**src/design/led_controller.sv**
```systemverilog
`timescale 1ns/1ns

module led_controller (
    input  logic [7:0]  sw,
    input  logic [31:0] led_reg0,
    input  logic [31:0] led_reg1,
    input  logic [31:0] led_reg2,
    input  logic [31:0] led_reg3,
    input  logic [15:0] buttons,
    output logic [7:0]  ld
);

    logic [31:0] regs [4];

    assign regs[0] = led_reg0;
    assign regs[1] = led_reg1;
    assign regs[2] = led_reg2;
    assign regs[3] = led_reg3;

    always_comb begin
        if (sw[7:4] == 4'h0) begin
            // Register sw/4, byte sw mod 4
            ld = regs[sw[3:2]][8*sw[1:0] +: 8];
        end else begin
            ld = sw[7] ? ~buttons[15:8] : ~buttons[7:0];
        end
    end

endmodule

```
**config.mk**
```make
export PLATFORM = sky130hd
export DESIGN_NAME = led_controller
export DESIGN_NICKNAME = d
export VERILOG_FILES = /design/src/design/led_controller.sv
export SDC_FILE = /design/constraint.sdc
export NUM_CORES = 1
export LEC_CHECK = 0
export ABC_AREA = 1
export BUFFER_PORTS_ARGS = -buffer_cell sky130_fd_sc_hd__clkbuf_2
export CAP_MARGIN = 5
export CORE_ASPECT_RATIO = 2
export CORE_MARGIN = 5
export CORE_UTILIZATION = 35
export DETAILED_ROUTE_END_ITERATION = 10
export PLACE_DENSITY_LB_ADDON = 0.05
export SLEW_MARGIN = 20
export SYNTH_ARGS = -nofsm -noshare
export SYNTH_HDL_FRONTEND = slang
export SYNTH_SLANG_ARGS = --single-unit
```
**constraint.sdc**
```tcl
create_clock -name vclk -period 1.5
set_input_delay 0 -clock vclk [all_inputs]
set_output_delay 0 -clock vclk [all_outputs]
set_load 0.01 [all_outputs]
```
Yosys cells after proc, flatten, opt, wreduce, memory -nomap -nowiden
Cells that the tools add are included.
- register bits: 0
- input port bits: 152
- output and inout port bits: 8
- magnitude comparators: 1
- shift-type cells: 1
- multiplexer cells: 5
- bitwise logic cells: 3
- reduce and logical (&&, ||, !) cells: 1
- operators by type and width (cell ; number):
    $bmux 32 s2 ; 1
    $mux 32 ; 2
    $shiftx 32x6->8 ; 1
    $mux 8 ; 2
    $not 8->8 ; 2
    $logic_not 4->1 ; 1
    $ge 3x3->1 const B ; 1
    $not 2->3 ; 1

Logic depth before layout (Yosys ltp)
Gate-level depths: netlist of run 1.
- word-level depth: 6
- depth in mapped cells: 10

Least setup slack after synthesis of run 1
OpenSTA, ideal clock, no wires.
- path type: in2out
- start point: input port sw[3]
- end point: output port ld[6]
- arrival time: 0.787 ns
- required time: 1.500 ns
- slack: 0.713 ns
- cell stages on the path: 10
- path buffers: 2
- cells stage by stage: buf_6 > inv_1 > buf_6 > nand3_1 > nand3_1 > nand2_1 > nand2_1 > nand2_1 > nand2_1 > nand2_1
- cells in the longest elaborated chain, start to end: 6
- ends and longest elaborated chain (element ; line ; text):
    start: declaration ; 4 ; input logic [7:0] sw,
    $not 2->3 (not written as such) ; 23 ; ld = regs[sw[3:2]][8*sw[1:0] +: 8];
    $bmux 32 s2 ; 23 ;
    $mux 32 (not written as such) (2 in a row) ; 23 ;
    $shiftx 32x6->8 ; 23 ;
    $mux 8 ; 21 ; if (sw[7:4] == 4'h0) begin
    end: declaration ; 10 ; output logic [7:0] ld
No other way between the ends. The select of a mux whose other input is x is not followed.

Worst setup path in the final report of run 1
- start point: input port sw[2]
- end point: output port ld[1]
The elaborated chain is that of the path after synthesis.

==> impl_metrics.ini, run 1 <==
[sta]
relSlewSlack_pct = 64.4
finalHoldViolCount = 0
tightest_slew_ns = 0.534
rsz0062_at_grt = no
whs_ns = 0.345
period_needed_ns = 1.21
period_share_pct = 80.7
fin_setup_tns_ns = 0
max_freq_mhz = 826
drv_slew = 0
setup_viol = 0

[cells_and_area]
regArea_um2 = 0
seq_cell_count = 0
clock_buffers = 0
insertedDiodeCount = 0
fin_nets = 625
area_growth_pct = 47.5
final.fill_count = 514
drive_above_1_share_pct = 36.3
multiInputGateArea_um2 = 1300

[floorplan]
chipWidth_um = 56.9
io_pins = 160
coreArea_um2 = 4300
start_util_pct = 35.8
die-area_um2 = 5900
fp-row-count = 34
die_h_um = 104

[hold_path]
holdPathStages = 5
hp-class = input port to output port

[run_status]
status = finished clean

[grt]
grt_util_all_layers_pct = 21.2
grt_pass1_vias = 2437
grt_pass1_wl_mm = 10.6
grt_max_degree = 35
grt.overflow.total = 0
antenna_found_initial = 0

[worst_setup_path]
cp.arrival_ns = 1.21
critPathSlowestCell = buf_4
worstPathRequired_ns = 1.50
worstSetupEndpointType = output port
crit_type = input port to output port
crit_chain = clkbuf_2 > inv_2 > buf_4 > nand2_1 > nand3_1 > nand3_1 > nand2_1 > nand2_1 > nand2_1 > nand2_1 > nand2_1 > clkbuf_2
crit_end = ld[1]
startpoint_type = input port
startpoint = sw[2]
cp_max_fo = 33
max_stage_delay_ns = 0.31
crit_top_cell = nand2_1

[pwr]
power_density_nw_per_um2 = 276
ir_drop_v = 0.000195
p_clk_share_pct = 0
netSwitchingFraction_pct = 52.1
pwr-share-comb_pct = 100.0
p_leak_nw = 1.47
seq_power_share_pct = 0
p_switching_mw = 0.327
p_int_mw = 0.300

[placed_design]
place_hpwl_mm = 5.80
gp_congestion = 0.844
io_buffer_count = 160

[clock_network]
cts-resized-gates = 0
cts_setup_buffers = 0
ctsHoldBuffers = 0

[synthesis]
syn_avg_cell_area_um2 = 4.71
yosysTopAreaCell = nand2_1
yosys-top-cells-area = nand2_1 (47%), nand3_1 (31%), buf_6 (9.5%)
synth_common_cells = nand2_1 (192), nand3_1 (96), buf_6 (13), buf_2 (10), mux2i_1 (8)
syn-instance-count = 327
mappedNetlistNets = 479
ys_warn_count = 0
synth_cell_types = 10
synth_top_area_share_pct = 46.8
ys_seq_area_share_pct = 0
synth_area_um2 = 1540
yosysMostFrequentCell = nand2_1

[flow_run]
drv_cap = 0

[route]
routed_wl_mm = 6.97
vias = 2611
drtIter0Drc = 94
vias_per_cell = 4.97
drc_errors = 0
post_drt_wl_per_cell_um = 13.3
postRouteAntennaNets = 0
firstDrtPassIters = 4
-- per-stage QoR --
step	setup slack, ns	utilization [%]	total power, mW	instance area (µm²)	cells
detailed placement	0.297	52.8	0.630	2270	525
CTS	0.296	52.8	0.633	2270	525
floorplan	0.713	-	0.370	1540	327
finish	0.289	52.8	0.627	2270	525
global route	0.117	52.8	0.707	2270	525
global placement	0.312	52.8	0.626	2270	525
-- power groups by stage --
stage	sequential, mW	combinational, mW	clock (mW)
2_1_floorplan	0	0.370	0
3_3_place_gp	0	0.626	0
3_5_place_dp	0	0.630	0
4_1_cts	0	0.633	0
5_1_grt	0	0.707	0
6_report	0	0.627	0
-- cell usage in the layout (no fill, tap or decap) --
| cell | instances |
|---|---|
| inv_2 | 1 |
| clkbuf_2 | 160 |
| nor4_4 | 1 |
| nand3_1 | 96 |
| nand2_1 | 192 |
| buf_12 | 1 |
| mux2i_1 | 8 |
| buf_4 | 8 |
| inv_1 | 4 |
-- layer usage --
metal | vias up | part of all wire, % | global-route usage (%)
li1 | 1345 | - | -
met1 | 1121 | 35 | 21.5
met2 | 125 | 52 | 41.0
met5 | - | 0 | 0
met4 | 0 | 4.4 | 8.46
met3 | 20 | 8.9 | 3.11
-- critical path: cells and delay by family --
family        cells  cell delay (ns)
buf+inv           4             0.62
simple gates      8             0.57
-- area by class of cell --
cell class         instances  share of cell area (%)
inverters                  5                   0.827
repair buffers           169                    38.8
multi-input cells        297                    57.4
well taps                 54                    2.98
-- cells by family (layout without fill, tap and decap cells) --
| logic type | after synthesis | count (layout) | share of synthesized area (%) |
|---|---|---|---|
| buffers and inverters | 30 | 174 | 15.4 |
| AND/OR/NAND/NOR | 289 | 289 | 79.4 |
| multiplexers | 8 | 8 | 5.20 |
-- how the worst min path moves through the flow --
stage | startpoint | end | slack (ns)
final | buttons[3] | ld[3] | 0.34
after global routing | buttons[14] | ld[6] | 0.37
after CTS | buttons[3] | ld[3] | 0.35
after detailed placement | buttons[3] | ld[3] | 0.35
after global placement | buttons[3] | ld[3] | 0.35
after floorplan | sw[5] | ld[0] | 0.17
No activity file was read; power rests on OpenSTA's default activity.
==> inputs of run 2 (changes only) <==
--- a/config.mk
+++ b/config.mk
@@ -5,12 +5,12 @@
 export SDC_FILE = /design/constraint.sdc
 export NUM_CORES = 1
 export LEC_CHECK = 0
-export ABC_AREA = 1
+export ABC_AREA = 0
 export BUFFER_PORTS_ARGS = -buffer_cell sky130_fd_sc_hd__clkbuf_2
 export CAP_MARGIN = 5
 export CORE_ASPECT_RATIO = 2
 export CORE_MARGIN = 5
-export CORE_UTILIZATION = 35
+export CORE_UTILIZATION = 30
 export DETAILED_ROUTE_END_ITERATION = 10
 export PLACE_DENSITY_LB_ADDON = 0.05
 export SLEW_MARGIN = 20
==> constraint.sdc (replaced) <==
create_clock -name vclk -period 1.1
set_input_delay 0 -clock vclk [all_inputs]
set_output_delay 0 -clock vclk [all_outputs]
set_load 0.01 [all_outputs]
==> run 2 against run 1 <==
The flow now finishes with violations (setup timing); utilization increased by 5.8 points; setup slack got worse by 0.63 ns; via count decreased by 38%; critical path type unchanged; highest routed layer is now met3; critical endpoint is now ld[3].
==> impl_metrics.ini, run 2 <==
[run_status]
status = complete, but fails checks
violations = setup timing

[sta]
relSlewSlack_pct = 81.7
setup_viol = 8
period_share_pct = 131
period_needed_ns = 1.44
drv_slew = 0
max_freq_mhz = 693
rsz0062_at_grt = yes
tightest_slew_ns = 0.266
setup_slack_ns = -0.343
finalHoldViolCount = 0

[cells_and_area]
utilization_pct = 58.7
clock_buffers = 0
fin_nets = 420
final_cell_mix = clkbuf_2 (153), mux4_2 (27), mux2i_1 (18), buf_4 (16)
final.fill_count = 405
regArea_um2 = 0
area_growth_pct = 93.6
seq_cell_count = 0
mostFrequentLayoutCell = clkbuf_2
insertedDiodeCount = 0
drive_above_1_share_pct = 85.7

[pwr]
total_power_mw = 0.900
p_leak_nw = 1.25
power_density_nw_per_um2 = 379
ir_drop_v = 0.000178

[worst_setup_path]
crit_chain = clkbuf_16 > buf_12 > mux4_1 > mux2_4 > a22oi_2 > o21ai_1 > clkbuf_2
critPathSlowestCell = mux4_1
worstPathRequired_ns = 1.10
worstSetupEndpointType = output port
cp_top_family = multiplexers
worst-path-buf-inv = 3
cp.arrival_ns = 1.44
max_stage_delay_ns = 0.54
startpoint_type = input port
cp_max_fo = 7
crit_type = input port to output port

[placed_design]
gp_congestion = 0.805
place_hpwl_mm = 4.83
io_buffer_count = 160

[route]
drtIter0Drc = 42
vias = 1612
drc_errors = 0
vias_per_cell = 5.07
post_drt_wl_per_cell_um = 17.1
postRouteAntennaNets = 0
firstDrtPassIters = 4
routed_wl_mm = 5.44

[hold_path]
hp-class = input port to output port
whs_endpoint = ld[6]
holdPathStages = 5
hold_start = buttons[6]

[synthesis]
synth_area_um2 = 1230
synth_top_area_share_pct = 42.2
synth_common_cells = mux4_2 (23), mux2i_1 (18), mux2_2 (8), a22oi_1 (7), mux4_1 (7)
yosysTopAreaCell = mux4_2
ys_seq_area_share_pct = 0
mappedNetlistNets = 248
syn-instance-count = 96
ys_warn_count = 0
syn_avg_cell_area_um2 = 12.8
yosys-top-cells-area = mux4_2 (42%), mux4_1 (15%), mux2i_1 (15%)
synth_cell_types = 23
yosysMostFrequentCell = mux4_2

[grt]
antenna_found_initial = 0
grt_max_degree = 15
grt_util_all_layers_pct = 18.4
grt.overflow.total = 0
grt_pass1_vias = 1718
grt_pass1_wl_mm = 8.29

[floorplan]
start_util_pct = 30.3
coreArea_um2 = 4050
die_h_um = 100
fp-row-count = 33
io_pins = 160
die-area_um2 = 5540
chipWidth_um = 55.2

[flow_run]
drv_cap = 0

[clock_network]
ctsHoldBuffers = 0
==> run 2: power breakdown <==
group          leakage [nW]  total [mW]  internal (mW)  switching (mW)
Sequential                0           0              0               0
Combinational          1.25       0.900          0.596           0.303
Clock                     0           0              0               0
Total                  1.25       0.900          0.596           0.303
==> run 2: cells by family after synthesis <==
group / after synthesis / share of synthesized area, %
muxes: 56 / 79.3
and+or+nand+nor: 13 / 6.23
AOI/OAI and AO/OA: 15 / 7.96
buffers and inverters: 12 / 6.53
==> run 2: worst min-delay path: stages <==
cell and delay [ns]:
clkbuf_2 0.07, mux2i_1 0.07, nand2_1 0.09, nand3_2 0.08, buf_6 0.12
==> run 2: final cells by class <==
class | instances | area, µm² | share of cell area (%)
tap | 52 | 65.1 | 2.74
multi-input combinational | 84 | 1210 | 51.1
timing repair buffer | 182 | 1090 | 46.1
==> run 2: through the flow <==
stage | area [µm²] | setup slack, ns | hold WS [ns] | instances | TNS, ns
final | 2370 | -0.343 | 0.428 | 318 | -2.30
after detailed placement | 2160 | -0.473 | 0.413 | 311 | -3.34
after global placement | 2160 | -0.460 | 0.407 | 311 | -3.32
after CTS | 2360 | -0.382 | 0.402 | 318 | -2.47
after global routing | 2370 | -0.422 | 0.459 | 318 | -2.78
after floorplan | 1250 | -0.113 | 0.212 | 96 | -0.870
==> run 2: worst max path at each step <==
| stage | startpoint | to | slack [ns] | depth (start not counted) |
|---|---|---|---|---|
| final | sw[2] | ld[3] | -0.34 | 7 |
| after detailed placement | sw[2] | ld[7] | -0.47 | 8 |
| after global routing | sw[2] | ld[7] | -0.42 | 8 |
| after global placement | sw[2] | ld[3] | -0.46 | 7 |
| after floorplan | sw[2] | ld[4] | -0.11 | 6 |
| after CTS | sw[2] | ld[1] | -0.38 | 8 |
==> run 2: per-layer routing <==
metal | GRT usage (%) | share of wire, %
met4 | 0 | 0
met3 | 2.96 | 7.0
met2 | 38.7 | 61
met5 | 0 | 0
met1 | 19.6 | 32
==> run 2: timing repair <==
item / 4_1_cts / 5_1_grt
setup endpoints to repair: 8 / 8
pin swaps: 4 / 3
cloned: 2 / 0
gates resized for setup: 22 / 10
buffers inserted: 5 / 0
