<file path="src/design/gba_pkg.sv">
package gba_pkg;

    // Bus data word
    typedef logic [31:0] word_t;

    // Word address, top bit selects IO space
    localparam int ADDR_W_DEFAULT = 10;
    typedef logic [ADDR_W_DEFAULT-1:0] addr_t;

    // IO register index from the low address bits
    typedef logic [3:0] io_idx_t;

    // DMA transfer length in words
    typedef logic [15:0] dma_count_t;

    typedef enum logic [1:0] {
        IDLE,
        READ,
        WRITE
    } dma_state_t;

    // IO register map
    localparam io_idx_t IO_DMA_SRC = 4'd0;
    localparam io_idx_t IO_DMA_DST = 4'd1;
    // Bit 31 enable, bits 15:0 word count
    localparam io_idx_t IO_DMA_CNT = 4'd2;
    localparam io_idx_t IO_IE      = 4'd3;
    // Reads the flag, write 1 to acknowledge
    localparam io_idx_t IO_IF      = 4'd4;
    localparam io_idx_t IO_IME     = 4'd5;
    localparam io_idx_t IO_LED0    = 4'd6;
    localparam io_idx_t IO_LED1    = 4'd7;
    localparam io_idx_t IO_LED2    = 4'd8;
    localparam io_idx_t IO_LED3    = 4'd9;

    localparam int NUM_IO_REGS = 10;

endpackage

</file>
<file path="src/design/gba_bus_if.sv">
`timescale 1ns/1ns

interface gba_bus_if import gba_pkg::*; #(
    parameter int ADDR_W = ADDR_W_DEFAULT
) ();

    logic [ADDR_W-1:0] addr;
    word_t             wdata;
    word_t             rdata;
    logic              write;
    logic              en;
    logic              pause;

    // Master holds en, addr, write and wdata while pause is high
    modport master (output addr, wdata, write, en, input rdata, pause);

    modport arbiter (input addr, wdata, write, en, output rdata, pause);

endinterface

</file>
<file path="src/design/dma_channel.sv">
`timescale 1ns/1ns

module dma_channel import gba_pkg::*; #(
    parameter int ADDR_W = ADDR_W_DEFAULT
) (
    input  logic       clock,
    input  logic       rst_n,
    input  addr_t      src,
    input  addr_t      dst,
    input  dma_count_t count,
    input  logic       enable,
    gba_bus_if.master  bus,
    output logic       done,
    output logic       clear
);

    dma_state_t        state;
    dma_count_t        remaining;
    logic [ADDR_W-1:0] src_ptr;
    logic [ADDR_W-1:0] dst_ptr;
    logic              start;

    // Enable is still set during the done cycle
    assign start = (state == IDLE) && enable && !done;
    assign clear = done;

    // Memory holds the word read in READ on rdata through WRITE
    assign bus.wdata = bus.rdata;

    always_ff @(posedge clock or negedge rst_n) begin
        if (!rst_n) begin
            state     <= IDLE;
            remaining <= '0;
            done      <= 1'b0;
            bus.en    <= 1'b0;
            bus.write <= 1'b0;
        end else begin
            done <= 1'b0;
            case (state)
                IDLE: begin
                    if (start && count == '0) begin
                        done <= 1'b1;
                    end else if (start) begin
                        state     <= READ;
                        remaining <= count;
                        bus.en    <= 1'b1;
                        bus.write <= 1'b0;
                    end
                end
                READ: begin
                    if (!bus.pause) begin
                        state     <= WRITE;
                        bus.write <= 1'b1;
                    end
                end
                WRITE: begin
                    if (!bus.pause) begin
                        remaining <= remaining - 1'b1;
                        bus.write <= 1'b0;
                        if (remaining == dma_count_t'(1)) begin
                            state  <= IDLE;
                            bus.en <= 1'b0;
                            done   <= 1'b1;
                        end else begin
                            state <= READ;
                        end
                    end
                end
                default: state <= IDLE;
            endcase
        end
    end

    // Address path
    always_ff @(posedge clock) begin
        if (start) begin
            src_ptr  <= ADDR_W'(src);
            dst_ptr  <= ADDR_W'(dst);
            bus.addr <= ADDR_W'(src);
        end else if (state == READ && !bus.pause) begin
            bus.addr <= dst_ptr;
        end else if (state == WRITE && !bus.pause) begin
            src_ptr  <= src_ptr + 1'b1;
            dst_ptr  <= dst_ptr + 1'b1;
            bus.addr <= src_ptr + 1'b1;
        end
    end

    a_en_state: assert property (@(posedge clock) disable iff (!rst_n)
        bus.en == (state != IDLE));

endmodule

</file>
<file path="src/flat_wrapper.sv">
// flat-port wrapper written by rule: the top's interface ports become plain ports
module dma_channel_flat import gba_pkg::*;
#(
    parameter int ADDR_W = ADDR_W_DEFAULT
)
  (clock, rst_n, src, dst, count, enable, done, clear, bus_addr, bus_wdata, bus_write, bus_en, bus_rdata, bus_pause);
  gba_bus_if #(.ADDR_W(ADDR_W)) bus_i ();
  input  logic clock;
  input  logic rst_n;
  input  addr_t src;
  input  addr_t dst;
  input  dma_count_t count;
  input  logic enable;
  output logic done;
  output logic clear;
  output wire logic [$bits(bus_i.addr)-1:0] bus_addr;
  output wire logic [$bits(bus_i.wdata)-1:0] bus_wdata;
  output wire logic [$bits(bus_i.write)-1:0] bus_write;
  output wire logic [$bits(bus_i.en)-1:0] bus_en;
  input wire logic [$bits(bus_i.rdata)-1:0] bus_rdata;
  input wire logic [$bits(bus_i.pause)-1:0] bus_pause;
  assign bus_addr = bus_i.addr;
  assign bus_wdata = bus_i.wdata;
  assign bus_write = bus_i.write;
  assign bus_en = bus_i.en;
  assign bus_i.rdata = bus_rdata;
  assign bus_i.pause = bus_pause;
  dma_channel #(.ADDR_W(ADDR_W)) u_core (.clock(clock), .rst_n(rst_n), .src(src), .dst(dst), .count(count), .enable(enable), .bus(bus_i), .done(done), .clear(clear));
endmodule
</file>
<file path="config.mk">
export PLATFORM = sky130hd
export DESIGN_NAME = dma_channel_flat
export DESIGN_NICKNAME = d
export VERILOG_FILES = /design/src/design/gba_pkg.sv /design/src/design/gba_bus_if.sv /design/src/design/dma_channel.sv /design/src/flat_wrapper.sv
export SDC_FILE = /design/constraint.sdc
export NUM_CORES = 1
export LEC_CHECK = 0
export ABC_AREA = 0
export ABC_CLOCK_PERIOD_IN_PS = 5200
export BUFFER_PORTS_ARGS = -buffer_cell sky130_fd_sc_hd__clkbuf_2
export CORE_UTILIZATION = 53
export CTS_BUF_LIST = sky130_fd_sc_hd__clkbuf_16
export CTS_CLUSTER_DIAMETER = 50
export DETAILED_ROUTE_END_ITERATION = 16
export GPL_ROUTABILITY_DRIVEN = 0
export GPL_TIMING_DRIVEN = 0
export PLACE_DENSITY = 0.85
export SLEW_MARGIN = 20
export SYNTH_ARGS = -nofsm -noshare
export SYNTH_HDL_FRONTEND = slang
export SYNTH_SLANG_ARGS = --single-unit
</file>
<file path="constraint.sdc">
create_clock -name clock -period 5.2 [get_ports clock]
set_input_delay 0.52 -clock clock [delete_from_list [all_inputs] [get_ports clock]]
set_output_delay 0.52 -clock clock [all_outputs]
set_load 0.005 [all_outputs]
</file>
Yosys cells after proc, flatten, opt, wreduce, memory -nomap -nowiden
Index checks and enable logic that the tools add are counted.
{ "word_totals": {"wordCells": 70, "output_inout_bits": 46, "register_bits": 51, "inputBits": 72} }
{ "op_classes": {"eq_ne": 9, "addsub": 3, "muxes": 32, "reduce_logical": 18} }
{ "op_table": {"columns": ["operator", "count"], "rows": [
  ["$mux 10", 8],
  ["$mux 16", 3],
  ["$pmux 16 s2", 1],
  ["$add 10x1->10 const B", 2],
  ["$eq 16x1->1 const B", 1],
  ["$logic_not 16->1", 1],
  ["$sub 16x1->16 const B", 1],
  ["$mux 1", 12],
  ["$reduce_and 5->1", 2],
  ["$mux 2", 4],
  ["$reduce_and 4->1", 2],
  ["$ne 2x1->1 const B", 3],
  ["$ne 2x2->1 const B", 3],
  ["$pmux 2 s3", 1],
  ["$reduce_bool 3->1", 2],
  ["$logic_and 1x1->1", 5],
  ["$pmux 1 s2", 2],
  ["$reduce_bool 2->1", 2],
  ["$pmux 1 s3", 1],
  ["$eq 2x1->1 const B", 1],
  ["$eq 2x2->1 const B", 1],
  ["$logic_not 1->1", 2],
  ["$logic_not 2->1", 1],
  ["$reduce_and 2->1", 1]
]} }

Logic depth before layout (Yosys ltp)
{ "logic_depth": {"word_depth": 6, "depth_mapped": 7} }

Worst setup path after synthesis
OpenSTA, ideal clock, no wires.
{ "synth_timing": {"path_type": "input to register", "from": "in enable", "to": "reg u_core.bus.addr[0], data pin", "cell_stages": 6, "required_ps": 4935, "setup_ps": 265, "path_buffers": 1, "setup_slack_ps": 2788, "arrival_time_ps": 2146, "cell_sequence": "or3b_1 -> a21oi_2 -> nand2_1 -> buf_2 -> nand2_1 -> o211ai_1"} }
{ "synth_between": {"elab_chain_cells": 3} }
{ "synth_rtl": {"columns": ["element", "line", "rtl"], "rows": [
  ["from (decl)", "flat_wrapper.sv:13", "input logic enable;"],
  ["$logic_and 1x1->1 (2 in series)", "dma_channel.sv:24", "assign start = (state == IDLE) && enable && !done;"],
  ["$mux 10", "dma_channel.sv:76", "if (start) begin"],
  ["to (signal assigned)", "dma_channel.sv:79", "bus.addr <= ADDR_W'(src);"],
  ["to (signal assigned)", "dma_channel.sv:81", "bus.addr <= dst_ptr;"],
  ["to (signal assigned)", "dma_channel.sv:85", "bus.addr <= src_ptr + 1'b1;"],
  ["to (decl)", "gba_bus_if.sv:15", "modport master (output addr, wdata, write, en, input rdata, pause);"]
]} }
No other way between the ends.
A chain may end at the register's enable or synchronous reset.

Final worst setup path
{ "layout_timing": {"from": "reg u_core.state[1]", "to": "reg u_core.bus.addr[6], data pin"} }
{ "layout_between": {"elab_chain_cells": 4, "word_cells_on_any_way": 7, "classes_between": "1 x eq/ne; 2 x mux; 4 x reduce/logical"} }
{ "layout_rtl": {"columns": ["element", "line", "rtl"], "rows": [
  ["from (decl)", "dma_channel.sv:17", "dma_state_t state;"],
  ["from (signal assigned)", "dma_channel.sv:32", "state <= IDLE;"],
  ["from (signal assigned)", "dma_channel.sv:44", "state <= READ;"],
  ["from (signal assigned)", "dma_channel.sv:52", "state <= WRITE;"],
  ["$eq 2x1->1 / $logic_not 2->1 (equally long branches)", "dma_channel.sv:80, dma_channel.sv:24", null],
  ["$logic_and 1x1->1, on equally long branches", "dma_channel.sv:80, dma_channel.sv:24", null],
  ["$mux 10 / $logic_and 1x1->1 (equally long branches)", "dma_channel.sv:80, dma_channel.sv:24", null],
  ["$mux 10 (*)", "dma_channel.sv:76", null]
]} }
Every way passes the cells marked *; elsewhere a longest branch is shown, timed or not.

==> metrics.txt <==
status=finished, final reports clean; Max Cap Violations=0; HP Class=input pin to async pin; CP endpoint kind=register; die area=6190 um^2; VDD IR-drop max=0.276 mV; H-Tree Level Count=2; crit path max-delay cell type=a21oi_4; DR WL/cell=14.3 um; via count=2916; Syn. warnings=0; row count=27; Starting DRT DRC Count=305; Worst path most repeated cell=nand2_1; Peak Freq=377 MHz; port bufs=85; Worst Setup Path Type=register to register; Post-Layout Cell Count=506; Via density=5.76; Mapped Nets=417; Period minus WS final=2.65 ns; R2R depth=6; Initial DRT Pass Iterations=6; CP cell instances=or3b_1 > a21oi_4 > nand2_1 > buf_2 > nand2_1 > o21ai_0; Reg2Reg Setup Slack=2.55 ns; Req. time, crit path=5.23 ns; hold slack=0.202 ns; Antenna Violating Nets Remaining=0; commonest cells after routing, fill and taps aside=clkbuf_2 (85), nand2_1 (41), buf_4 (35); Fill cells=434; Yosys top cell area share=28.9%; Tot GR Track Use=24.2%; Synth Register Bits=51; Final Hold Violating Endpoints=0; Synth cell types=45; async set-reset flop share out of synthesis=41.2%; relative slew slack=47.6%; area leader, netlist=edfxtp_1; die width=78.7 um; Slew @ Worst Pin=0.784 ns; total gr overflow=0; Max Buffers Root-to-Sink=2; max-slew violation count=0; dpl cells=498; crit-path max cell delay=0.66 ns; clock sink count=51; CTS tree=built; Crit path arrival time=2.68 ns; Synth Flop Type=edfxtp_1; Clock Skews=0.00911 ns; DP Wirelength=5400 um; Buf/Inv on CP=1; Crit Reg-Reg Startpoint=u_core.state[1]; setup TNS=0 ns; Post-synth EDFFs=30; Hold Buf Count CTS=0; Layout area overhead=21.6%; register area share after synthesis=45.8%; Synth Cell Area=3120 um^2; final setup margin=2.55 ns; nets@finish=509; antenna fix cells=0; delay-heaviest family, CP=simple AND/OR/NAND/NOR gates; CP Launch Type=register; core area=5570 um^2; vias in the first global route=2659; share of post-route cells with drive strength above 1=31.8%; Critical Path Fanout Max=24; # IOs=118; # resized after CTS=0; RSZ-0062 raised after global routing=no; number of buffers created by CTS=5; Starting Density=55.9%; Clock Latency Late Sink=0.30 ns; Mapped Cells=341; post-CTS setup buffer count=0; drt total wl=7250 um; CTS root buf=clkbuf_16; Final setup viols=0; die height=78.7 um; Leakage Power=1.58 nW; Worst-path clk slew=0.08 ns; period utilization=51.0%; Avg Inst Size Synth=9.14 um^2; pwr/cell area=537 nW/um^2; initial antenna violation count=0; dpl ws=2.49 ns; commonest non-fill, non-tap cell in the layout=clkbuf_2; largest net degree at the start of global routing=25; first-pass GRT wire length=11800 um; Synth area leaders=edfxtp_1 (29%), dfrtp_1 (17%), buf_4 (8.4%), nand2_1 (4.9%), o21ai_0 (4.5%); Reg-to-Reg End=u_core.bus.addr[6]; residual DRC count=0
## synthesized netlist by cell type, types with 3 or more instances
cell	number
clkbuf_1	10
nand2b_1	4
nor3_1	8
nand2_1	41
a21oi_1	27
nand3_1	14
inv_1	8
nor2_1	26
xnor2_1	9
dfrtp_1	21
nor4_1	8
xor2_1	7
o22ai_1	10
ha_1	4
o21ai_0	28
buf_2	3
buf_4	35
edfxtp_1	30
a22oi_1	8
o21ai_1	5
nand4_1	3
## cell type report
type,count,area (um^2),share of cell area [%]
sequential,51,1430,37.6
multi-input combinational,234,1350,35.7
timing repair buffer,85,425,11.2
buffer,48,315,8.32
clock buffer,5,125,3.30
tap,72,90.1,2.38
inverter,8,30.0,0.793
clock inverter,3,23.8,0.627
## where the power goes
| part | switching, W | internal [W] | total, W | leakage, nW |
|---|---|---|---|---|
| combinational | 0.000494 | 0.000339 | 0.000833 | 0.979 |
| sequential | 0.000170 | 0.000699 | 0.000869 | 0.528 |
| clock | 0.000152 | 0.000181 | 0.000333 | 0.0717 |
## worst max path at each step
stage                    start  cells after the start  slack [ns]            endpoint
2_1_floorplan           enable                      6        2.79  u_core.bus.addr[0]
3_3_place_gp            enable                      7        2.25  u_core.bus.addr[6]
3_5_place_dp            enable                      7        2.49  u_core.bus.addr[2]
4_1_cts        u_core.state[1]                      6        2.52  u_core.bus.addr[2]
5_1_grt        u_core.state[1]                      6        2.38  u_core.bus.addr[5]
6_report       u_core.state[1]                      6        2.55  u_core.bus.addr[6]
## flip-flops by register name, indices dropped and copies added (netlist names)
signal,count
u_core.remaining,16
u_core.bus.addr,10
u_core.dst_ptr,10
u_core.src_ptr,10
u_core.state,2
u_core.bus.en,1
u_core.bus.write,1
u_core.clear,1
## through the flow
step	total power [W]	utilization (%)	cell area (um^2)
floorplan	0.00142	-	3120
global placement	0.00165	65.2	3630
detailed placement	0.00169	65.3	3640
CTS	0.00203	68.0	3790
global route	0.00218	68.0	3790
finish	0.00203	68.0	3790
## logic make-up (layout without fill, tap and decap cells)
family,after synthesis,after routing,synth area share [%]
AOI/OAI and AO/OA,96,96,18.3
xor gates and xnor gates,16,16,4.50
adders and majority gates,4,4,1.61
buffers and inverters,56,149,11.1
DFF,51,51,45.8
and+or+nand+nor,118,118,18.8
## layer usage
| metal | share of wire (%) | wire [um] | GRT usage [%] |
|---|---|---|---|
| met5 | 0 | 0 | 0 |
| met4 | 1.3 | 95 | 7.59 |
| met3 | 7.8 | 562 | 4.07 |
| met2 | 49 | 3560 | 41.6 |
| met1 | 42 | 3030 | 31.0 |
## worst register-to-register path, stage by stage (launching register included)
cell	delay [ns]
dfrtp_1	0.49
or3b_1	0.46
a21oi_4	0.66
nand2_1	0.15
buf_2	0.23
nand2_1	0.24
o21ai_0	0.17
Note: power is estimated with default switching activity, not from simulation.
