**config.mk**
```make
export PLATFORM = sky130hd
export DESIGN_NAME = bus_arbiter_flat
export DESIGN_NICKNAME = d
export VERILOG_FILES = /design/src/design/gba_pkg.sv /design/src/design/gba_bus_if.sv /design/src/design/bus_arbiter.sv /design/src/flat_wrapper.sv
export SDC_FILE = /design/constraint.sdc
export NUM_CORES = 1
export LEC_CHECK = 0
export ABC_CLOCK_PERIOD_IN_PS = 1300
export BUFFER_PORTS_ARGS = -buffer_cell sky130_fd_sc_hd__buf_4
export CELL_PAD_IN_SITES_DETAIL_PLACEMENT = 0
export CELL_PAD_IN_SITES_GLOBAL_PLACEMENT = 1
export CORE_MARGIN = 3
export CORE_UTILIZATION = 16
export DETAILED_ROUTE_END_ITERATION = 12
export PLACE_DENSITY = 0.9
export SYNTH_ARGS = -nofsm -noshare
export SYNTH_HDL_FRONTEND = slang
export SYNTH_SLANG_ARGS = --single-unit
```
**constraint.sdc**
```tcl
create_clock -name vclk -period 1.3
set_input_delay 0.26 -clock vclk [all_inputs]
set_output_delay 0.26 -clock vclk [all_outputs]
set_load 0.1 [all_outputs]
```
**src/design/gba_pkg.sv**
```systemverilog
package gba_pkg;

    // Bus data word
    typedef logic [31:0] word_t;

    // Word address, top bit selects IO space
    localparam int ADDR_W_DEFAULT = 10;
    typedef logic [ADDR_W_DEFAULT-1:0] addr_t;

    // IO register index from the low address bits
    typedef logic [3:0] io_idx_t;

    // DMA transfer length in words
    typedef logic [15:0] dma_count_t;

    typedef enum logic [1:0] {
        IDLE,
        READ,
        WRITE
    } dma_state_t;

    // IO register map
    localparam io_idx_t IO_DMA_SRC = 4'd0;
    localparam io_idx_t IO_DMA_DST = 4'd1;
    // Bit 31 enable, bits 15:0 word count
    localparam io_idx_t IO_DMA_CNT = 4'd2;
    localparam io_idx_t IO_IE      = 4'd3;
    // Reads the flag, write 1 to acknowledge
    localparam io_idx_t IO_IF      = 4'd4;
    localparam io_idx_t IO_IME     = 4'd5;
    localparam io_idx_t IO_LED0    = 4'd6;
    localparam io_idx_t IO_LED1    = 4'd7;
    localparam io_idx_t IO_LED2    = 4'd8;
    localparam io_idx_t IO_LED3    = 4'd9;

    localparam int NUM_IO_REGS = 10;

endpackage

```
**src/design/gba_bus_if.sv**
```systemverilog
`timescale 1ns/1ns

interface gba_bus_if import gba_pkg::*; #(
    parameter int ADDR_W = ADDR_W_DEFAULT
) ();

    logic [ADDR_W-1:0] addr;
    word_t             wdata;
    word_t             rdata;
    logic              write;
    logic              en;
    logic              pause;

    // Master holds en, addr, write and wdata while pause is high
    modport master (output addr, wdata, write, en, input rdata, pause);

    modport arbiter (input addr, wdata, write, en, output rdata, pause);

endinterface

```
**src/design/bus_arbiter.sv**
```systemverilog
`timescale 1ns/1ns

module bus_arbiter import gba_pkg::*; #(
    parameter int ADDR_W = ADDR_W_DEFAULT
) (
    input  logic      clock,
    input  logic      rst_n,
    gba_bus_if.arbiter cpu,
    gba_bus_if.arbiter dma,
    output logic      mem_en,
    output logic      mem_write,
    output addr_t     mem_addr,
    output word_t     mem_wdata,
    input  word_t     mem_rdata
);

    logic dma_sel;
    logic owner_dma;

    // DMA has fixed priority over the CPU port
    assign dma_sel   = dma.en;
    assign dma.pause = 1'b0;
    assign cpu.pause = cpu.en && dma.en;

    assign mem_en    = dma.en || cpu.en;
    assign mem_write = dma_sel ? dma.write : cpu.write;
    assign mem_addr  = dma_sel ? addr_t'(dma.addr) : addr_t'(cpu.addr);
    assign mem_wdata = dma_sel ? dma.wdata : cpu.wdata;

    // Read data goes to both masters
    assign cpu.rdata = mem_rdata;
    assign dma.rdata = mem_rdata;

    // Owner of the access taken on the last edge
    always_ff @(posedge clock or negedge rst_n) begin
        if (!rst_n) begin
            owner_dma <= 1'b0;
        end else if (mem_en) begin
            owner_dma <= dma_sel;
        end
    end

    // Only one master may be granted per cycle
    a_one_grant: assert property (@(posedge clock) disable iff (!rst_n)
        !(cpu.en && !cpu.pause && dma.en && !dma.pause));

    // DMA write data is the word from its own read
    a_dma_owner: assert property (@(posedge clock) disable iff (!rst_n)
        (dma.en && dma.write) |-> owner_dma);

endmodule

```
**src/flat_wrapper.sv**
```systemverilog
// flat-port wrapper written by rule: the top's interface ports become plain ports
module bus_arbiter_flat import gba_pkg::*;
#(
    parameter int ADDR_W = ADDR_W_DEFAULT
)
  (clock, rst_n, mem_en, mem_write, mem_addr, mem_wdata, mem_rdata, cpu_addr, cpu_wdata, cpu_write, cpu_en, cpu_rdata, cpu_pause, dma_addr, dma_wdata, dma_write, dma_en, dma_rdata, dma_pause);
  gba_bus_if #(.ADDR_W(ADDR_W)) cpu_i ();
  gba_bus_if #(.ADDR_W(ADDR_W)) dma_i ();
  input  logic clock;
  input  logic rst_n;
  output logic mem_en;
  output logic mem_write;
  output addr_t mem_addr;
  output word_t mem_wdata;
  input  word_t mem_rdata;
  input wire logic [$bits(cpu_i.addr)-1:0] cpu_addr;
  input wire logic [$bits(cpu_i.wdata)-1:0] cpu_wdata;
  input wire logic [$bits(cpu_i.write)-1:0] cpu_write;
  input wire logic [$bits(cpu_i.en)-1:0] cpu_en;
  output wire logic [$bits(cpu_i.rdata)-1:0] cpu_rdata;
  output wire logic [$bits(cpu_i.pause)-1:0] cpu_pause;
  input wire logic [$bits(dma_i.addr)-1:0] dma_addr;
  input wire logic [$bits(dma_i.wdata)-1:0] dma_wdata;
  input wire logic [$bits(dma_i.write)-1:0] dma_write;
  input wire logic [$bits(dma_i.en)-1:0] dma_en;
  output wire logic [$bits(dma_i.rdata)-1:0] dma_rdata;
  output wire logic [$bits(dma_i.pause)-1:0] dma_pause;
  assign cpu_i.addr = cpu_addr;
  assign cpu_i.wdata = cpu_wdata;
  assign cpu_i.write = cpu_write;
  assign cpu_i.en = cpu_en;
  assign cpu_rdata = cpu_i.rdata;
  assign cpu_pause = cpu_i.pause;
  assign dma_i.addr = dma_addr;
  assign dma_i.wdata = dma_wdata;
  assign dma_i.write = dma_write;
  assign dma_i.en = dma_en;
  assign dma_rdata = dma_i.rdata;
  assign dma_pause = dma_i.pause;
  bus_arbiter #(.ADDR_W(ADDR_W)) u_core (.clock(clock), .rst_n(rst_n), .cpu(cpu_i), .dma(dma_i), .mem_en(mem_en), .mem_write(mem_write), .mem_addr(mem_addr), .mem_wdata(mem_wdata), .mem_rdata(mem_rdata));
endmodule
```
; ---- Word-level counts from Yosys, hierarchy flattened
; Index checks and enable logic that the tools add are counted.
[totals]
ff_bits = 0
input_bits = 122
output_inout_bits = 110
elab_cells = 5
[op_classes]
n_mux = 3
reduce_logical = 2
[op_table]
columns = cell, count
row1 = 32-bit 2-to-1 mux, 1
row2 = 10-bit 2-to-1 mux, 1
row3 = 1-bit logical AND, 1
row4 = 1-bit logical OR, 1
row5 = 1-bit 2-to-1 mux, 1

; ---- Logic depth before layout (Yosys ltp)
; Gate-level depths: netlist of the first run.
[depth]
ltp_word = 1
depth_mapped = 3
ltp_nobuf = 1

; ---- Least setup slack after synthesis of the first run
; OpenSTA, ideal clock, no wires.
[synth_path]
kind = input to output
startpoint = in dma_en
endpoint = out cpu_pause
arrival_ns = 1.299
required_time_ns = 1.040
path_slack_ns = -0.259
stages = 3
cell_sequence = buf_6 > buf_12 > and2_1
[synth_between]
elab_chain_cells = 1
[synth_rtl]
columns = item, line_no
row1 = start: declaration, flat_wrapper.sv:25  ; input wire logic [$bits(dma_i.en)-1:0] dma_en;
row2 = 1-bit logical AND, bus_arbiter.sv:23  ; assign cpu.pause = cpu.en && dma.en;
row3 = end: declaration, flat_wrapper.sv:21  ; output wire logic [$bits(cpu_i.pause)-1:0] cpu_pause;
; No other way between the ends.

; ---- Worst setup path after layout of the first run
[layout_path]
startpoint = in dma_en
endpoint = out mem_wdata[27]
[layout_between]
elab_chain_cells = 1
[layout_rtl]
columns = item, line_no
row1 = 32-bit 2-to-1 mux, bus_arbiter.sv:28  ; assign mem_wdata = dma_sel ? dma.wdata : cpu.wdata;
row2 = end: declaration, flat_wrapper.sv:14  ; output word_t mem_wdata;
; No other way between the ends.

==> out/results.tsv, run 1 <==
metric	value	unit
outcome	finished with violations	
violations	negative setup slack	
period_share	1.00	
leakagePower	1.21	nW
synth_fa_ha_area_frac	0	
routed-via-count	997	
grt_overflow_total	0	
slew_violations	0	
syn_avg_cell_area	10.5	um^2
worst-setup-path-type	input port to primary output	
grt_pass1_vias	1127	
synthSimpleGateAreaFrac	0.0102	
cp_max_fo	8	
end_kind	primary output	
max-vdd-ir-drop	0.000165	V
place_area	1850	um^2
fin_nets	311	
cp.required	1.04	ns
fp.coreArea	7330	um^2
dp_hpwl	3360	um
layout_common_cells	buf_4, mux2_4, buf_12, buf_8, buf_6	
grt_use_total	0.0834	
portBuffers	133	
grt_max_degree	14	
design_area	2320	um^2
whs	0.520	ns
syn_inst	116	
seq_cell_count	0	
hold_path_class	input port to primary output	
yosysTopAreaCellShare	0.467	
ant_nets	0	
wl	4650	um
start_util	0.167	
final.setup.worst_slack	-0.00512	ns
synthTopCellsByArea	mux2_4, buf_4, buf_12, mux2_2, buf_6	
die_h	93.4	um
nClkBuffers	0	
synth_top_family_by_area	multiplexers	
die_area	8720	um^2
ys_seq_area_frac	0	
startpoint_type	input port	
synth_xor_area_frac	0	
arrival	1.05	ns
layout_commonest_cell	buf_4	
syn2layout_area_growth	89.9	%
via_per_inst	3.49	
dp_cells	285	
syn_area	1220	um^2
finalSetupViolCount	3	
syn_nets	238	
rows	31	
fin_crit	1.31	ns
antenna_cells	0	
tns	-0.00953	ns
synth_compound_area_frac	0	
wl_per_cell	16.3	um
ys_types	8	
die_w	93.4	um
cap_violations	0	
drt_first_pass_iters	3	
power.density	749	nW/um^2
gp_congestion	0.612	
multi_input_comb_area	666	um^2
yosys_warnings	0	
instances_no_fill	286	
nFillCells	715	
drive_above_1_share	0.995	
grt_pass1_wl	5860	um
grt_setup_unrepaired	yes	
synth_top_cell_by_area	mux2_4	
hold_violations	0	
fmax	766	MHz
drtIter0Drc	14	
drc	0	
antenna_found_initial	0	
synthMuxAreaShare	0.513	
final-seq-area	0	um^2
pin_count	232	
[kinds of logic (layout without fill, tap and decap cells)]
kind of cell / Yosys count / count (layout)
muxes: 43 / 43
other: 1 / 1
and+or+nand+nor: 2 / 2
buffers and inverters: 70 / 141
[synth_stat cells, drive strengths merged]
cell	n
or2	1
conb	1
mux2	43
and2	1
buf	70
[through the flow]
stage | util | setup slack [ns] | total power (W)
2_1_floorplan | - | 0.0260 | 0.00200
3_3_place_gp | 0.252 | -0.137 | 0.00145
3_5_place_dp | 0.252 | -0.144 | 0.00145
4_1_cts | 0.297 | -0.0257 | 0.00163
5_1_grt | 0.317 | -0.0188 | 0.00177
6_report | 0.317 | -0.00512 | 0.00174
[worst max-delay path, cell delays in order]
cell,delay (ns)
buf_12,0.12
buf_4,0.16
mux2_4,0.32
buf_8,0.18
[where the power goes]
| group | switching, W | internal (W) |
|---|---|---|
| sequential | 0 | 0 |
| combinational | 0.00104 | 0.000694 |
| clock | 0 | 0 |
[final cells by class]
cell class,count,area share
Multi-Input combinational cell,46,0.287
Tap cell,99,0.0534
Timing Repair Buffer,141,0.660
[final timing paths]
kind  slack (ns)       endpoint  cells past startpoint         start
min         0.52   cpu_rdata[1]                      0  mem_rdata[1]
max       -0.005  mem_wdata[27]                      4        dma_en
[routing by layer]
layer  up-vias  routed length, um  global-route usage
met5         -                  0                   0
met4         0                 25              0.0110
met3         5                581              0.0185
met2        76               2540               0.167
met1       455               1500              0.0896
li1        461                  -                   -
[what timing repair did]
| item | CTS | global route |
|---|---|---|
| hold buffers | 0 | 0 |
| cloned | 1 | 0 |
| buffers inserted | 0 | 0 |
| gates resized for setup | 78 | 35 |
| hold endpoints to repair | 0 | 0 |
| setup endpoints to repair | 44 | 31 |
Power figures use the tool's default switching activity.
==> run 2, diff against run 1 <==
GPL_TIMING_DRIVEN = 0   (was default)
==> run 2 against run 1 <==
  * The flow now finishes without violations
  * Sequential share of layout area unchanged
  * Combinational power grew 61%
  * Final cell count increased by 45%
  * Count of clock-buffer cells in the layout unchanged
  * Worst setup slack better by 0.0076 ns
  * Utilization grew 14 points
  * Critical path type unchanged
  * Total power grew 62%
  * Largest power group unchanged
  * Highest routed layer is now met3
  * Global-route usage grew 2.4 points
  * Die area unchanged
  * Design area rose by 43%
  * Fmax increased by 0.59%
==> out/results.tsv, run 2 (synthesis gave the netlist of run 1 again) <==
metric	value	unit	change
nClkBuffers	0		unchanged
leakagePower	1.83	nW	was 1.21 nW
drt_first_pass_iters	4		was 3
routed-via-count	1520		was 997
power.density	849	nW/um^2	was 749 nW/um^2
worst-setup-path-type	input port to primary output		unchanged
drc	0		unchanged
slew_violations	0		unchanged
grt_pass1_wl	7710	um	was 5860 um
end_kind	primary output		unchanged
period_share	0.998		was 1.00
drive_above_1_share	0.997		was 0.995
final_util	0.452		was 0.317
antenna_found_initial	0		unchanged
die_w	93.4	um	unchanged
ant_nets	0		unchanged
portBuffers	196		was 133
ctsHoldBuffers	0		unchanged
nFillCells	702		was 715
fp.coreArea	7330	um^2	unchanged
wl	5900	um	was 4650 um
finalSetupViolCount	0		was 3
max-vdd-ir-drop	0.000405	V	was 0.000165 V
syn2layout_area_growth	171	%	was 89.9%
crit_path_cell_trace	buf_16 > clkbuf_16 > mux2_4 > buf_12		was buf_12 > buf_4 > mux2_4 > buf_8
hold_start	mem_rdata[23]		was mem_rdata[1]
hold_path_class	input port to primary output		unchanged
grt_setup_unrepaired	yes		unchanged
arrival	1.04	ns	was 1.05 ns
fin_nets	440		was 311
seq_cell_count	0		unchanged
grt_overflow_total	0		unchanged
cap_violations	0		unchanged
cp.required	1.04	ns	about the same
outcome	complete, no violations		was finished with violations
pin_count	232		unchanged
layout_common_cells	buf_4, mux2_4, buf_12, buf_8, buf_6		unchanged
crit_slowest_cell	mux2_4		unchanged
cp_max_fo	6		was 8
final-seq-area	0	um^2	unchanged
antenna_cells	0		unchanged
fmax	771	MHz	was 766 MHz
layout_commonest_cell	buf_4		unchanged
fin_crit	1.30	ns	was 1.31 ns
grt_max_degree	11		was 14
via_per_inst	3.66		was 3.49
tns	0	ns	was -0.00953 ns
whs_path_depth	2		was 0
die_h	93.4	um	unchanged
grt_use_total	0.107		was 0.0834
grt_pass1_vias	1526		was 1127
rows	31		unchanged
wl_per_cell	14.2	um	was 16.3 um
min_to	cpu_rdata[23]		was cpu_rdata[1]
critPathMaxStageDelay	0.31	ns	was 0.32 ns
start_util	0.167		unchanged
drtIter0Drc	26		was 14
gp_congestion	0.668		was 0.612
dp_hpwl	4660	um	was 3360 um
startpoint_type	input port		unchanged
die_area	8720	um^2	unchanged
hold_violations	0		unchanged
-- run 2: worst max-delay path by stage --
stage          depth (start not counted)  slack [ns]             to    from
6_report                               4       0.003  mem_wdata[11]  dma_en
5_1_grt                                4      -0.005  mem_wdata[11]  dma_en
4_1_cts                                4       -0.01  mem_wdata[15]  dma_en
3_5_place_dp                           4        -0.1  mem_wdata[25]  dma_en
3_3_place_gp                           4       -0.10  mem_wdata[25]  dma_en
2_1_floorplan                          3        0.03      cpu_pause  dma_en
-- run 2: per-stage QoR --
stage / instances / worst slack, ns / hold WS, ns / instance area, um^2 / power (W)
after global routing: 415 / -0.00480 / 0.849 / 3310 / 0.00287
after CTS: 412 / -0.0132 / 0.847 / 3230 / 0.00279
final: 415 / 0.00251 / 0.847 / 3310 / 0.00281
after detailed placement: 411 / -0.0998 / 0.847 / 2820 / 0.00255
after floorplan: 116 / 0.0260 / 0.732 / 1230 / 0.00200
after global placement: 411 / -0.102 / 0.847 / 2820 / 0.00254
-- run 2: where the power goes --
part           switching [W]  leakage, nW  internal [W]
clock network              0            0             0
registers                  0            0             0
logic                0.00187         1.83      0.000945
total                0.00187         1.83      0.000945
-- run 2: layout make-up --
class	count	area, um^2	share of cell area
repair buffers	200	1950	0.588
well taps	99	124	0.0374
multi-input cells	46	647	0.195
plain buffers	70	596	0.180
-- run 2: routing by layer --
| layer | wire length (um) | track usage |
|---|---|---|
| met1 | 1860 | 0.122 |
| met2 | 3340 | 0.217 |
| met3 | 704 | 0.0177 |
| met4 | 0 | 0 |
| met5 | 0 | 0 |
-- run 2: timing repair --
item | in CTS | in global routing
cloned | 1 | 3
setup endpoints to repair | 42 | 29
buffers inserted | 0 | 0
resized for setup | 95 | 1
-- run 2: critical path, delay by kind of cell --
| kind | cells | cell delay (ns) |
|---|---|---|
| muxes | 1 | 0.31 |
| buffers and inverters | 3 | 0.46 |
